**config.mk**
```make
export PLATFORM = sky130hd
export DESIGN_NAME = dircc_net_port
export DESIGN_NICKNAME = d
export VERILOG_FILES = /design/src/hw/dircc_types_pkg.sv /design/src/hw/st_beat_if.sv /design/src/hw/st_fifo.sv /design/src/hw/dircc_avalon_st_packet_receiver.sv /design/src/hw/dircc_avalon_st_packet_sender.sv /design/src/hw/dircc_net_port.sv
export SDC_FILE = /design/constraint.sdc
export NUM_CORES = 1
export LEC_CHECK = 0
export BUFFER_PORTS_ARGS = -buffer_cell sky130_fd_sc_hd__buf_2
export CAP_MARGIN = 10
export CORE_UTILIZATION = 58
export DETAILED_ROUTE_END_ITERATION = 10
export GPL_TIMING_DRIVEN = 0
export MAX_ROUTING_LAYER = met4
export PLACE_DENSITY = 0.8
export SYNTH_ARGS = -nofsm -noshare
export SYNTH_HDL_FRONTEND = slang
export SYNTH_HIERARCHICAL = 1
export SYNTH_SLANG_ARGS = --single-unit
```
**constraint.sdc**
```tcl
create_clock -name clk -period 13.7 [get_ports clk]
set_input_delay 2.055 -clock clk [delete_from_list [all_inputs] [get_ports clk]]
set_output_delay 2.055 -clock clk [all_outputs]
set_load 0.01 [all_outputs]
```
**src/hw/dircc_types_pkg.sv**
```systemverilog
package dircc_types_pkg;

  localparam int beat_width     = 32;
  localparam int frame_beats    = 8;
  localparam int rx_fifo_depth  = 8;
  localparam int tx_queue_depth = 2;

  // node address as carried in two beats
  typedef struct packed {
    logic [31:0] hw_addr;
    logic [15:0] sw_addr;
    logic [6:0]  port;
    logic        flag;
  } addr_t;

  typedef struct packed {
    addr_t       dest_addr;
    addr_t       src_addr;
    logic [31:0] lamport;
    logic [95:0] data;
  } packet_t;

  // one stream word with its framing marks
  typedef struct packed {
    logic [beat_width-1:0] data;
    logic                  startofpacket;
    logic                  endofpacket;
  } beat_t;

  typedef logic [$clog2(frame_beats)-1:0] beat_idx_t;

  localparam beat_idx_t last_beat = beat_idx_t'(frame_beats - 1);

endpackage

```
**src/hw/st_beat_if.sv**
```systemverilog
`timescale 1ns/1ps

interface st_beat_if;

  logic [dircc_types_pkg::beat_width-1:0] data;
  logic                                   startofpacket;
  logic                                   endofpacket;
  logic                                   valid;
  logic                                   ready;

  modport source (
    output data,
    output startofpacket,
    output endofpacket,
    output valid,
    input  ready
  );

  modport sink (
    input  data,
    input  startofpacket,
    input  endofpacket,
    input  valid,
    output ready
  );

endinterface

```
**src/hw/st_fifo.sv**
```systemverilog
`timescale 1ns/1ps

module st_fifo #(
  parameter type payload_t = logic [7:0],
  parameter int  depth     = 4
) (
  input  logic     clk,
  input  logic     reset_n,

  input  logic     in_valid,
  input  payload_t in_data,
  output logic     in_ready,

  output logic     out_valid,
  output payload_t out_data,
  input  logic     out_ready
);

  localparam int ptr_w = (depth > 1) ? $clog2(depth) : 1;
  localparam int cnt_w = $clog2(depth + 1);

  payload_t         mem [depth];
  logic [ptr_w-1:0] rd_ptr;
  logic [ptr_w-1:0] wr_ptr;
  logic [cnt_w-1:0] count;
  logic             wr;
  logic             rd;

  function automatic logic [ptr_w-1:0] next_ptr(input logic [ptr_w-1:0] p);
    return (p == ptr_w'(depth - 1)) ? '0 : p + 1'b1; // wraps for any depth
  endfunction

  assign out_valid = (count != '0);
  assign out_data  = mem[rd_ptr];                      // first word fall-through
  assign in_ready  = (count != cnt_w'(depth)) || out_ready; // full but draining
  assign wr        = in_valid && in_ready;
  assign rd        = out_valid && out_ready;

  always_ff @(posedge clk) begin
    if (wr) begin
      mem[wr_ptr] <= in_data;
    end
  end

  always_ff @(posedge clk or negedge reset_n) begin
    if (!reset_n) begin
      rd_ptr <= '0;
      wr_ptr <= '0;
      count  <= '0;
    end else begin
      if (wr) begin
        wr_ptr <= next_ptr(wr_ptr);
      end
      if (rd) begin
        rd_ptr <= next_ptr(rd_ptr);
      end
      case ({wr, rd})
        2'b10:   count <= count + 1'b1;
        2'b01:   count <= count - 1'b1;
        default: count <= count;
      endcase
    end
  end

endmodule

```
**src/hw/dircc_avalon_st_packet_receiver.sv**
```systemverilog
`timescale 1ns/1ps

module dircc_avalon_st_packet_receiver (
  input  logic                                   clk,
  input  logic                                   reset_n,
  input  logic                                   booting,

  input  logic [dircc_types_pkg::beat_width-1:0] rx_data,
  input  logic                                   rx_startofpacket,
  input  logic                                   rx_endofpacket,
  input  logic                                   rx_valid,
  output logic                                   rx_ready,

  output logic                                   pkt_out_valid,
  output dircc_types_pkg::packet_t               pkt_out,

  output logic                                   receive_done,
  output logic                                   receive_nearly_done,
  output logic                                   framing_error
);

  typedef enum logic [2:0] {
    s_dest_hw, s_dest_sw, s_src_hw, s_src_sw, s_lamport, s_data0, s_data1, s_data2
  } state_t;

  dircc_types_pkg::beat_t   rx_beat;
  dircc_types_pkg::beat_t   head_beat;
  dircc_types_pkg::packet_t staging;
  state_t                   state;
  state_t                   state_next;
  logic                     hunt;       // skipping the rest of a broken frame
  logic                     hunt_next;
  logic                     rd_en;
  logic                     take;
  logic                     first_beat;
  logic                     advance;
  logic                     err;

  st_beat_if fifo_out ();

  assign rx_beat = '{data: rx_data, startofpacket: rx_startofpacket,
                     endofpacket: rx_endofpacket};

  st_fifo #(
    .payload_t (dircc_types_pkg::beat_t),
    .depth     (dircc_types_pkg::rx_fifo_depth)
  ) input_fifo (
    .clk       (clk),
    .reset_n   (reset_n),
    .in_valid  (rx_valid),
    .in_data   (rx_beat),
    .in_ready  (rx_ready),
    .out_valid (fifo_out.valid),
    .out_data  (head_beat),
    .out_ready (fifo_out.ready)
  );

  assign fifo_out.data          = head_beat.data;
  assign fifo_out.startofpacket = head_beat.startofpacket;
  assign fifo_out.endofpacket   = head_beat.endofpacket;
  assign fifo_out.ready         = rd_en;
  assign take                   = fifo_out.valid && fifo_out.ready;

  always_comb begin
    state_next = state;
    hunt_next  = hunt;
    err        = 1'b0;
    advance    = 1'b0;
    first_beat = 1'b0;
    if (take) begin
      if (fifo_out.startofpacket && !fifo_out.endofpacket) begin
        first_beat = 1'b1;
        state_next = s_dest_sw;
        hunt_next  = 1'b0;
        err        = (state != s_dest_hw); // restart mid-frame
      end else if (fifo_out.startofpacket) begin
        err        = 1'b1;                  // one-beat frame
        state_next = s_dest_hw;
        hunt_next  = 1'b0;
      end else if (state == s_dest_hw) begin
        err       = !hunt;                  // missing sop, flag once
        hunt_next = 1'b1;
      end else if (fifo_out.endofpacket != (state == s_data2)) begin
        // eop too early, or missing on the last beat
        err        = 1'b1;
        state_next = s_dest_hw;
        hunt_next  = !fifo_out.endofpacket;
      end else begin
        advance    = 1'b1;
        state_next = (state == s_data2) ? s_dest_hw : state_t'(state + 3'd1);
      end
    end
  end

  always_ff @(posedge clk or negedge reset_n) begin
    if (!reset_n) begin
      state               <= s_dest_hw;
      hunt                <= 1'b0;
      rd_en               <= 1'b0;
      framing_error       <= 1'b0;
      receive_nearly_done <= 1'b0;
      receive_done        <= 1'b0;
      pkt_out_valid       <= 1'b0;
    end else begin
      state               <= state_next;
      hunt                <= hunt_next;
      rd_en               <= !booting;
      framing_error       <= err;
      receive_nearly_done <= advance && (state == s_data1);
      receive_done        <= advance && (state == s_data2);
      pkt_out_valid       <= advance && (state == s_data2);
    end
  end

  always_ff @(posedge clk) begin
    if (first_beat) begin
      staging.dest_addr.hw_addr <= fifo_out.data;
    end
    if (advance) begin
      case (state)
        s_dest_sw: begin
          {staging.dest_addr.sw_addr, staging.dest_addr.port,
           staging.dest_addr.flag} <= fifo_out.data[31:8];
        end
        s_src_hw:  staging.src_addr.hw_addr <= fifo_out.data;
        s_src_sw: begin
          {staging.src_addr.sw_addr, staging.src_addr.port,
           staging.src_addr.flag} <= fifo_out.data[31:8];
        end
        s_lamport: staging.lamport <= fifo_out.data;
        s_data0:   staging.data[31:0] <= fifo_out.data;
        s_data1:   staging.data[63:32] <= fifo_out.data;
        s_data2: begin
          pkt_out              <= staging;
          pkt_out.data[95:64]  <= fifo_out.data; // last word straight from the beat
        end
        default: ;
      endcase
    end
  end

endmodule

```
**src/hw/dircc_avalon_st_packet_sender.sv**
```systemverilog
`timescale 1ns/1ps

module dircc_avalon_st_packet_sender (
  input  logic                                   clk,
  input  logic                                   reset_n,

  input  logic                                   pkt_in_valid,
  input  dircc_types_pkg::packet_t               pkt_in,
  output logic                                   pkt_in_ready,

  output logic [dircc_types_pkg::beat_width-1:0] tx_data,
  output logic                                   tx_startofpacket,
  output logic                                   tx_endofpacket,
  output logic                                   tx_valid,
  input  logic                                   tx_ready
);

  dircc_types_pkg::packet_t  head_pkt;
  dircc_types_pkg::beat_idx_t beat_idx;   // next beat to load
  logic                      head_valid;
  logic                      drained;     // head fully loaded, waiting for pop
  logic                      pop;
  logic                      load;

  st_beat_if tx_beat ();

  function automatic logic [dircc_types_pkg::beat_width-1:0] beat_word(
    input dircc_types_pkg::packet_t   p,
    input dircc_types_pkg::beat_idx_t i
  );
    logic [dircc_types_pkg::beat_width-1:0] w;
    case (i)
      0:       w = p.dest_addr.hw_addr;
      1:       w = {p.dest_addr.sw_addr, p.dest_addr.port, p.dest_addr.flag, 8'h00};
      2:       w = p.src_addr.hw_addr;
      3:       w = {p.src_addr.sw_addr, p.src_addr.port, p.src_addr.flag, 8'h00};
      4:       w = p.lamport;
      5:       w = p.data[31:0];
      6:       w = p.data[63:32];
      default: w = p.data[95:64];
    endcase
    return w;
  endfunction

  st_fifo #(
    .payload_t (dircc_types_pkg::packet_t),
    .depth     (dircc_types_pkg::tx_queue_depth)
  ) tx_queue (
    .clk       (clk),
    .reset_n   (reset_n),
    .in_valid  (pkt_in_valid),
    .in_data   (pkt_in),
    .in_ready  (pkt_in_ready),
    .out_valid (head_valid),
    .out_data  (head_pkt),
    .out_ready (pop)
  );

  assign tx_beat.ready = tx_ready;
  assign pop  = tx_beat.valid && tx_beat.ready && tx_beat.endofpacket;
  assign load = head_valid && !drained && (!tx_beat.valid || tx_beat.ready);

  always_ff @(posedge clk or negedge reset_n) begin
    if (!reset_n) begin
      beat_idx              <= '0;
      drained               <= 1'b0;
      tx_beat.valid         <= 1'b0;
      tx_beat.startofpacket <= 1'b0;
      tx_beat.endofpacket   <= 1'b0;
    end else begin
      if (load) begin
        tx_beat.valid         <= 1'b1;
        tx_beat.startofpacket <= (beat_idx == '0);
        tx_beat.endofpacket   <= (beat_idx == dircc_types_pkg::last_beat);
        if (beat_idx == dircc_types_pkg::last_beat) begin
          beat_idx <= '0;
          drained  <= 1'b1;
        end else begin
          beat_idx <= beat_idx + 1'b1;
        end
      end else if (tx_beat.ready) begin
        tx_beat.valid <= 1'b0;            // beat gone, nothing to follow yet
      end
      if (pop) begin
        drained <= 1'b0;
      end
    end
  end

  always_ff @(posedge clk) begin
    if (load) begin
      tx_beat.data <= beat_word(head_pkt, beat_idx);
    end
  end

  assign tx_data          = tx_beat.data;
  assign tx_startofpacket = tx_beat.startofpacket;
  assign tx_endofpacket   = tx_beat.endofpacket;
  assign tx_valid         = tx_beat.valid;

endmodule

```
**src/hw/dircc_net_port.sv**
```systemverilog
`timescale 1ns/1ps

module dircc_net_port (
  input  logic                                   clk,
  input  logic                                   reset_n,
  input  logic                                   booting,

  input  logic [dircc_types_pkg::beat_width-1:0] rx_data,
  input  logic                                   rx_startofpacket,
  input  logic                                   rx_endofpacket,
  input  logic                                   rx_valid,
  output logic                                   rx_ready,

  output logic                                   pkt_out_valid,
  output dircc_types_pkg::packet_t               pkt_out,
  output logic                                   receive_done,
  output logic                                   receive_nearly_done,
  output logic                                   framing_error,

  input  logic                                   pkt_in_valid,
  input  dircc_types_pkg::packet_t               pkt_in,
  output logic                                   pkt_in_ready,

  output logic [dircc_types_pkg::beat_width-1:0] tx_data,
  output logic                                   tx_startofpacket,
  output logic                                   tx_endofpacket,
  output logic                                   tx_valid,
  input  logic                                   tx_ready
);

  dircc_avalon_st_packet_receiver receiver (
    .clk                 (clk),
    .reset_n             (reset_n),
    .booting             (booting),
    .rx_data             (rx_data),
    .rx_startofpacket    (rx_startofpacket),
    .rx_endofpacket      (rx_endofpacket),
    .rx_valid            (rx_valid),
    .rx_ready            (rx_ready),
    .pkt_out_valid       (pkt_out_valid),
    .pkt_out             (pkt_out),
    .receive_done        (receive_done),
    .receive_nearly_done (receive_nearly_done),
    .framing_error       (framing_error)
  );

  dircc_avalon_st_packet_sender sender (
    .clk              (clk),
    .reset_n          (reset_n),
    .pkt_in_valid     (pkt_in_valid),
    .pkt_in           (pkt_in),
    .pkt_in_ready     (pkt_in_ready),
    .tx_data          (tx_data),
    .tx_startofpacket (tx_startofpacket),
    .tx_endofpacket   (tx_endofpacket),
    .tx_valid         (tx_valid),
    .tx_ready         (tx_ready)
  );

endmodule

```
==> flow_summary.ini, run 1 <==
[drt]
num_vias = 23800
vias_per_cell = 5.98
firstDrtPassIters = 6
ant_nets = 0
drc = 0
wl_per_cell_um = 29.7
routed_wl_mm = 118
dr.first_iter.drc_count = 2813

[setup_path]
worstPathMaxFanout = 3
cp_data_required_time_ns = 11.64
crit_buf_inv = 2
path_common_cell = buf_2
cp-startpoint = tx_ready
cp-endpoint = pkt_in_ready
slowest_stage = or3b_4
crit_arrival_ns = 2.92
regToRegEndpoint = receiver/pkt_out[74]$_DFFE_PP_
worstSetupPathType = input pin to primary output
reg2reg_slack_ns = 9.20
max_stage_delay_ns = 0.42
cp-end-kind = primary output
critical_path_depth = 4
r2r-start = receiver/input_fifo/rd_ptr[1]$_DFFE_PN0P_
rr_worst_depth = 9
crit_family = simple AND/OR/NAND/NOR gates
crit_chain = buf_2 -> and3_1 -> or3b_4 -> buf_2
critPathLaunchType = input pin

[logic_synthesis]
synthTopCellsByArea = edfxtp_1, mux2_4, mux4_1
synth_fp_nets = 2347
synth_cell_types = 63
syn_inst = 2046
yosysTopAreaCell = edfxtp_1
synth_edf_count = 1232
ys_top_cells_by_count = edfxtp_1, mux2_4, mux2_2, mux4_1, buf_6
syn_area_mm2 = 0.0466
yosysSeqAreaShare = 0.809
synth_seq_cells = 1261
yosysMostFrequentCell = edfxtp_1
synth_warnings = 6
async_reset_ff_frac = 0.0230
synth_top_area_frac = 0.794
synth_flop_cell = edfxtp_1
syn_avg_cell_area_um2 = 22.8

[grt]
grt_pass1_wl_mm = 165
overflow = 0
grt_max_degree = 69
antenna_found_initial = 60
grt_pass1_vias = 24500
track_usage = 0.294

[placed_design]
gp_congestion = 0.873
portBuffers = 560
dp_hpwl_mm = 75.8
place_area_mm2 = 0.0515

[clocking]
cts_resized = 0
cts.htree.levels = 3
ctsLongestPathBuffers = 3
cts_hold_buffers = 0
numCtsBuffers = 119
post_cts_buffers = 0
worstSkewPairLatency_ns = 0.73
clk_pin_slew_worst_paths_ns = 0.07
numClockSinks = 1261
cts_tree = built
clock_tree.root_cell = clkbuf_16

[sta]
holdWs_ns = 0.384
slew_viol_final = 0
relSlewSlack = 0.259
fin_crit_ns = 4.98
setup_viol = 0
worst_slew_pin_slew_ns = 1.11
hold_viol_final = 0
period_share = 0.363
fin_skew_ns = 0.0836
rsz0062_at_grt = no
fmax_mhz = 201

[die]
die_y_um = 285
dieArea_mm2 = 0.0815
ios = 561
die_x_um = 285
rows = 103
start_util = 0.588
coreArea_mm2 = 0.0793

[pwr]
p_leak_uw = 0.0200
ir_worst_vdd_uv = 175
power_density_mw_per_mm2 = 216
p_total_uw = 12000

[final_layout]
drive_gt1_frac = 0.412
final_cell_area_mm2 = 0.0556
post-route-util = 0.701
area_growth_pct = 19.2
final_net_count = 3074

[job]
cap_violations = 0

[hold_path]
hold_path_depth = 0
hold_path_class = flip-flop to flip-flop

[outcome]
outcome = finished clean
## stage by stage
step	setup slack (ns)	instances	setup TNS [ns]
after global routing	8.70	3978	0
after CTS	8.72	3920	0
after detailed placement	8.72	3699	0
final	8.72	3985	0
after global placement	-4.82	3656	-1149.01
after floorplan	0.442	2046	0
## cell usage in the layout, fill, tap and decap left out, types with 7 or more instances in the layout
master and n:
inv_1 15, bufinv_16 7, clkinvlp_4 8, a21oi_1 36
mux2_4 190, buf_12 15, clkbuf_16 119, dfrtp_1 29
nand2_1 28, a31oi_1 13, a22o_1 19, buf_16 10
a221oi_1 19, a32o_1 9, clkinv_1 23, clkbuf_1 45
diode_2 62, nor2_1 30, edfxtp_1 1232, clkinv_2 25
buf_2 581, mux4_1 67, mux2_2 113, a221o_1 9
a22oi_1 27, buf_6 51, ha_1 20, buf_4 9
o21ai_0 11
## worst min-delay path by stage
stage               slack [ns]                       startpoint                              end
global route              0.40  receiver/staging[148]$_DFFE_PP_  receiver/pkt_out[148]$_DFFE_PP_
floorplan                 0.40    receiver/staging[0]$_DFFE_PP_    receiver/pkt_out[0]$_DFFE_PP_
finish                    0.38  receiver/staging[148]$_DFFE_PP_  receiver/pkt_out[148]$_DFFE_PP_
CTS                       0.38  receiver/staging[148]$_DFFE_PP_  receiver/pkt_out[148]$_DFFE_PP_
global placement          0.40  receiver/staging[223]$_DFFE_PP_  receiver/pkt_out[223]$_DFFE_PP_
detailed placement        0.40  receiver/staging[109]$_DFFE_PP_  receiver/pkt_out[109]$_DFFE_PP_
## kinds of logic (layout without fill, tap and decap cells)
family / count (synthesis) / count (layout) / synth area share
other cells: 0 / 62 / 0
mux: 374 / 374 / 0.127
compound gates: 169 / 169 / 0.0278
buf+inv: 103 / 930 / 0.0154
fa+ha+maj: 21 / 21 / 0.00580
flops: 1261 / 1261 / 0.809
xor+xnor: 8 / 8 / 0.00150
simple gates: 110 / 110 / 0.0126
## state kept, by name, indices dropped and copies added, names as in the netlist, 2 cells and up
| register | count |
|---|---|
| receiver/input_fifo/count | 4 |
| sender/tx_queue/count | 2 |
| receiver/staging | 208 |
| receiver/input_fifo/rd_ptr | 3 |
| sender/beat_idx | 3 |
| sender/tx_data | 32 |
| sender/tx_queue/mem | 480 |
| receiver/input_fifo/wr_ptr | 3 |
| receiver/pkt_out | 240 |
| receiver/input_fifo/mem | 272 |
| receiver/state | 3 |
## power breakdown
part | internal, µW | total, µW | leakage [µW] | switching, µW
clock network | 1750 | 3190 | 0.00184 | 1440
logic | 1420 | 3430 | 0.00651 | 2020
registers | 5160 | 5360 | 0.0116 | 195
## final cells by class
cell class                      instances  area [µm²]
Tap cell                             1050        1310
Fill cell                            4629       23700
Clock inverter                         77         704
Timing Repair Buffer                  606        3600
Clock buffer                          144        3090
Multi-Input combinational cell        682        8250
Sequential cell                      1261       37700
Antenna cell                           62         155
Buffer                                 87         657
Inverter                               16        60.1
## layer usage
metal  part of all wire  vias to the layer above  track usage
li1                   -                     9962            -
met1               0.36                    12100        0.353
met2               0.50                     1422        0.475
met3              0.089                      289       0.0645
met4              0.051                        0        0.145
met5                  0                        -            -
Power figures use the tool's default switching activity.
==> run 2: changes to the inputs <==
Clock period 13.7 ns to 5.1 ns, I/O delays scaled along.
==> flow_summary.ini, run 2 (synthesis gave the netlist of run 1 again) <==
[clocking]
post_cts_buffers = 0
numClockSinks = 1261
cts.htree.levels = 3
ctsLongestPathBuffers = 3
cts_tree = built
cts_resized = 0
cts_hold_buffers = 0
clock_tree.root_cell = clkbuf_16
worstSkewPairLatency_ns = 0.69
numCtsBuffers = 118
clk_pin_slew_worst_paths_ns = 0.06

[grt]
overflow = 0
grt_max_degree = 78
antenna_found_initial = 59
grt_pass1_vias = 24300
track_usage = 0.289
grt_pass1_wl_mm = 163

[die]
die_y_um = 285
dieArea_mm2 = 0.0815
ios = 561
start_util = 0.588
rows = 103
coreArea_mm2 = 0.0793
die_x_um = 285

[pwr]
p_seq_frac = 0.450
p_leak_uw = 0.0200
switching_share = 0.301
ir_worst_vdd_uv = 363
pwr-share-clk = 0.264
p_switching_uw = 9630
intPower_uw = 22400
combPwrFrac = 0.286
power_density_mw_per_mm2 = 577

[job]
cap_violations = 0

[sta]
fmax_mhz = 215
rsz0062_at_grt = no
holdWs_ns = 0.164
period_share = 0.914
fin_crit_ns = 4.66
relSlewSlack = 0.195
slew_viol_final = 0
hold_viol_final = 0
setup_viol = 0
worst_slew_pin_slew_ns = 1.21
fin_skew_ns = 0.0481

[drt]
num_vias = 23900
vias_per_cell = 5.99
drc = 0
wl_per_cell_um = 29.2
firstDrtPassIters = 5
routed_wl_mm = 116
ant_nets = 0
dr.first_iter.drc_count = 2587

[setup_path]
critPathLaunchType = flip-flop
crit_chain = clkbuf_1 -> clkbuf_1 -> mux4_1 -> mux2_2 -> xor2_1 -> nor3_1 -> and3_4 -> buf_16 -> buf_16 -> buf_16
crit_arrival_ns = 4.99
cp_data_required_time_ns = 5.42
cp-end-kind = flip-flop
worstPathMaxFanout = 77
max_stage_delay_ns = 0.60
r2r-start = receiver/input_fifo/rd_ptr[1]$_DFFE_PN0P_
worstSetupPathType = flip-flop to flip-flop
cp-startpoint = receiver/input_fifo/rd_ptr[1]$_DFFE_PN0P_
path_common_cell = buf_16
crit_family = buffers and inverters
slowest_stage = and3_4
crit_buf_inv = 5

[final_layout]
final_common_cell = edfxtp_1
fillers = 4607
area_growth_pct = 19.2
final_net_count = 3075
regMostFlops = sender/tx_queue/mem
final_cell_mix = edfxtp_1, buf_2, mux2_4
final_cell_area_mm2 = 0.0555
drive_gt1_frac = 0.410
largest_reg_flops = 480
reg_top3 = sender/tx_queue/mem x480, receiver/input_fifo/mem x272, receiver/pkt_out x240

[hold_path]
hold_path_class = input pin to asynchronous set/reset pin

[placed_design]
portBuffers = 560
dp_hpwl_mm = 76.3
gp_congestion = 0.873
place_area_mm2 = 0.0516

[outcome]
outcome = finished clean
run 2: layout make-up:
cell class | count | area [µm²] | share of cell area
clock inverters | 63 | 578 | 0.0104
diodes | 66 | 165 | 0.00297
flip-flops and latches | 1261 | 37700 | 0.679
inverters | 16 | 60.1 | 0.00108
plain buffers | 87 | 657 | 0.0118
clock buffers | 157 | 3170 | 0.0571
repair buffers | 608 | 3610 | 0.0649
well taps | 1050 | 1310 | 0.0237
multi-input cells | 682 | 8260 | 0.149
run 2: metrics by stage:
stage	power [µW]	utilization	TNS (ns)	std cells	setup slack (ns)
5_1_grt	33000	0.700	0	3981	0.217
3_5_place_dp	23500	0.651	0	3703	0.490
2_1_floorplan	20300	-	-5.20	2046	-0.0217
3_3_place_gp	23000	0.640	-992.38	3656	-3.22
6_report	32000	0.701	0	3990	0.439
4_1_cts	32000	0.698	0	3923	0.457
run 2: path summary, 6_finish.rpt:
kind / endpoint / slack [ns] / cells past startpoint
worst min register to register: receiver/pkt_out[24]$_DFFE_PP_ / 0.40 / 0
max in group asynchronous: sender/beat_idx[1]$_DFFE_PN0P_ / 4.39 / 1
worst max-delay path: receiver/pkt_out[56]$_DFFE_PP_ / 0.44 / 10
worst min-delay path: receiver/receive_nearly_done$_DFF_PN0_ / 0.16 / 1
worst max register to register: receiver/pkt_out[56]$_DFFE_PP_ / 0.44 / 10
min in group clk: receiver/fifo_out.ready$_DFF_PN0_ / 0.23 / 2
run 2: per-layer routing:
metal | vias to the layer above | track usage | routed length, µm
met2 | 1399 | 0.459 | 58000
met5 | - | - | 0
li1 | 9976 | - | -
met3 | 279 | 0.0607 | 10700
met1 | 12300 | 0.357 | 42200
met4 | 0 | 0.143 | 5420
run 2: power by group through the flow:
| stage | logic (µW) | registers, µW | clock network, µW |
|---|---|---|---|
| floorplan | 5660 | 14600 | 0 |
| global placement | 8260 | 14700 | 0 |
| detailed placement | 8940 | 14600 | 0 |
| CTS | 9050 | 14400 | 8560 |
| global route | 9530 | 14500 | 8950 |
| finish | 9170 | 14400 | 8470 |
run 2: worst reg2reg max path, stage by stage (launching register included):
cell and delay [ns]:
dfrtp_1 0.35, clkbuf_1 0.24, clkbuf_1 0.55, mux4_1 0.39, mux2_2 0.36, xor2_1 0.23
nor3_1 0.37, and3_4 0.60, buf_16 0.35, buf_16 0.42, buf_16 0.39
==> run 3: changes to the inputs <==
Settings changed: CORE_UTILIZATION 58 to 57, PLACE_DENSITY 0.8 to 0.79, SYNTH_HIERARCHICAL 1 to not set.
==> flow_summary.ini, run 3 <==
[final_layout]
instances_no_fill = 3977
reg_top3 = sender.tx_queue.mem x480, receiver.input_fifo.mem x272, receiver.pkt_out x240
regArea_mm2 = 0.0377
final_cell_mix = edfxtp_1, buf_2, clkbuf_16
fillers = 4618
largest_reg_flops = 480
area_growth_pct = 20.4
drive_gt1_frac = 0.347
regMostFlops = sender.tx_queue.mem
multi_input_area_mm2 = 0.00649
final_net_count = 3056
final_common_cell = edfxtp_1

[die]
start_util = 0.576
rows = 102
ios = 561
coreArea_mm2 = 0.0773
die_y_um = 282
dieArea_mm2 = 0.0793
die_x_um = 282

[logic_synthesis]
synth_warnings = 0
async_reset_ff_frac = 0.0230
syn_avg_cell_area_um2 = 22.0
yosysSeqAreaShare = 0.847
synth_flop_cell = edfxtp_1
syn_inst = 2027
synth_cell_types = 51
syn_area_mm2 = 0.0445
yosysMostFrequentCell = edfxtp_1
ys_top_cells_by_count = edfxtp_1, mux4_2, a21oi_1, mux2i_1, mux2_2
synthTopCellsByArea = edfxtp_1, mux4_2, mux2i_1
yosysTopAreaCell = edfxtp_1
synth_edf_count = 1232
synth_seq_cells = 1261
synth_fp_nets = 2327
synth_top_area_frac = 0.831

[setup_path]
reg2reg_slack_ns = 1.29
cp-end-kind = flip-flop
crit_arrival_ns = 4.16
cp_data_required_time_ns = 5.45
critPathLaunchType = flip-flop
worstSetupPathType = flip-flop to flip-flop
worstPathMaxFanout = 67

[outcome]
outcome = finished clean

[drt]
drc = 0
routed_wl_mm = 111
num_vias = 23900
wl_per_cell_um = 28.0
dr.first_iter.drc_count = 2872
firstDrtPassIters = 6
ant_nets = 0
vias_per_cell = 6.02

[grt]
overflow = 0
antenna_found_initial = 61
track_usage = 0.285
grt_max_degree = 68
grt_pass1_wl_mm = 156
grt_pass1_vias = 23900

[clocking]
cts_tree = built
cts.htree.levels = 3
clk_pin_slew_worst_paths_ns = 0.06
cts_resized = 0
clock_tree.root_cell = clkbuf_16
post_cts_buffers = 0
worstSkewPairLatency_ns = 0.71
cts_hold_buffers = 0
ctsLongestPathBuffers = 3
numCtsBuffers = 119
numClockSinks = 1261

[sta]
relSlewSlack = 0.315
final.setup.tns_ns = 0
fmax_mhz = 262
fin_skew_ns = 0.0561
rsz0062_at_grt = no
period_share = 0.748
worst_slack_ns = 1.29
fin_crit_ns = 3.81
worst_slew_pin_slew_ns = 1.03
setup_viol = 0
hold_viol_final = 0
slew_viol_final = 0

[placed_design]
dp_cells = 3675
dp_hpwl_mm = 72.3
portBuffers = 560
pre_cts_ws_ns = 1.33
gp_congestion = 0.914

[hold_path]
hold_path_class = input pin to asynchronous set/reset pin

[job]
cap_violations = 0

[pwr]
ir_worst_vdd_uv = 352
power_density_mw_per_mm2 = 568
p_leak_uw = 0.0187
==> run 3: cell count changes after synthesis, moves of 19 or more <==
cell      delta
mux2_4     -190
o211ai_1    +22
mux2_2      -55
mux4_2      +98
clkbuf_1    +29
a21oi_1     +49
a22o_1      -19
mux2i_1     +77
mux4_1      -67
o21ai_0     +43
buf_6       -36
nand3_1     +24
a22oi_1     +20
==> run 3: worst max-delay path: stages (launching register included) <==
cell and delay [ns]:
dfrtp_1 0.37, buf_6 0.16, mux4_2 0.54, mux2i_4 0.33, and2_1 0.30, and4b_4 0.67
buf_16 0.37, buf_12 0.31, buf_16 0.31
==> run 3: cell families (layout without fill, tap and decap cells) <==
family | count (synthesis) | after routing | synth area share
mux | 239 | 239 | 0.0837
buf+inv | 99 | 930 | 0.00958
xor+xnor | 11 | 11 | 0.00233
compound gates | 265 | 265 | 0.0376
fa+ha+maj | 20 | 20 | 0.00562
flops | 1261 | 1261 | 0.847
simple gates | 132 | 132 | 0.0143
other cells | 0 | 79 | 0
==> run 3: area by class of cell <==
cell class	instances	share of cell area
Timing Repair Buffer	608	0.0681
Buffer	89	0.00726
Multi-Input combinational cell	667	0.121
Sequential cell	1261	0.703
Inverter	10	0.000700
Clock inverter	80	0.0137
Clock buffer	143	0.0578
Tap cell	1040	0.0243
Antenna cell	79	0.00369
==> run 3: worst paths after layout <==
kind	from	to	cells after the start
min in group clk	booting	receiver.fifo_out.ready$_DFF_PN0_	2
max in group asynchronous	reset_n	sender.tx_endofpacket$_DFFE_PN0P_	1
hold / removal	reset_n	receiver.pkt_out_valid$_DFF_PN0_	1
setup / recovery	receiver.input_fifo.rd_ptr[0]$_DFFE_PN0P_	receiver.pkt_out[148]$_DFFE_PP_	8
setup reg to reg	receiver.input_fifo.rd_ptr[0]$_DFFE_PN0P_	receiver.pkt_out[148]$_DFFE_PP_	8
hold reg to reg	receiver.staging[145]$_DFFE_PP_	receiver.pkt_out[145]$_DFFE_PP_	0
==> run 3: metal layers <==
metal,vias up,wire length [µm],global-route usage
met5,-,0,-
met3,285,10800,0.0652
met2,1518,56400,0.450
met1,12200,39600,0.351
li1,9894,-,-
met4,0,4740,0.136
==> run 3: where the power goes <==
part | switching, µW | internal (µW)
sequential | 510 | 13800
combinational | 4860 | 2700
clock | 3830 | 4810
==> run 3: through the flow <==
stage | total power [µW] | util | instance area, µm² | hold WS [ns]
after floorplan | 18900 | - | 44600 | 0.400
after global placement | 21300 | 0.629 | 48700 | 0.401
after detailed placement | 21800 | 0.641 | 49600 | 0.405
after CTS | 30500 | 0.691 | 53400 | 0.122
after global routing | 31500 | 0.693 | 53600 | 0.156
final | 30500 | 0.693 | 53600 | 0.130
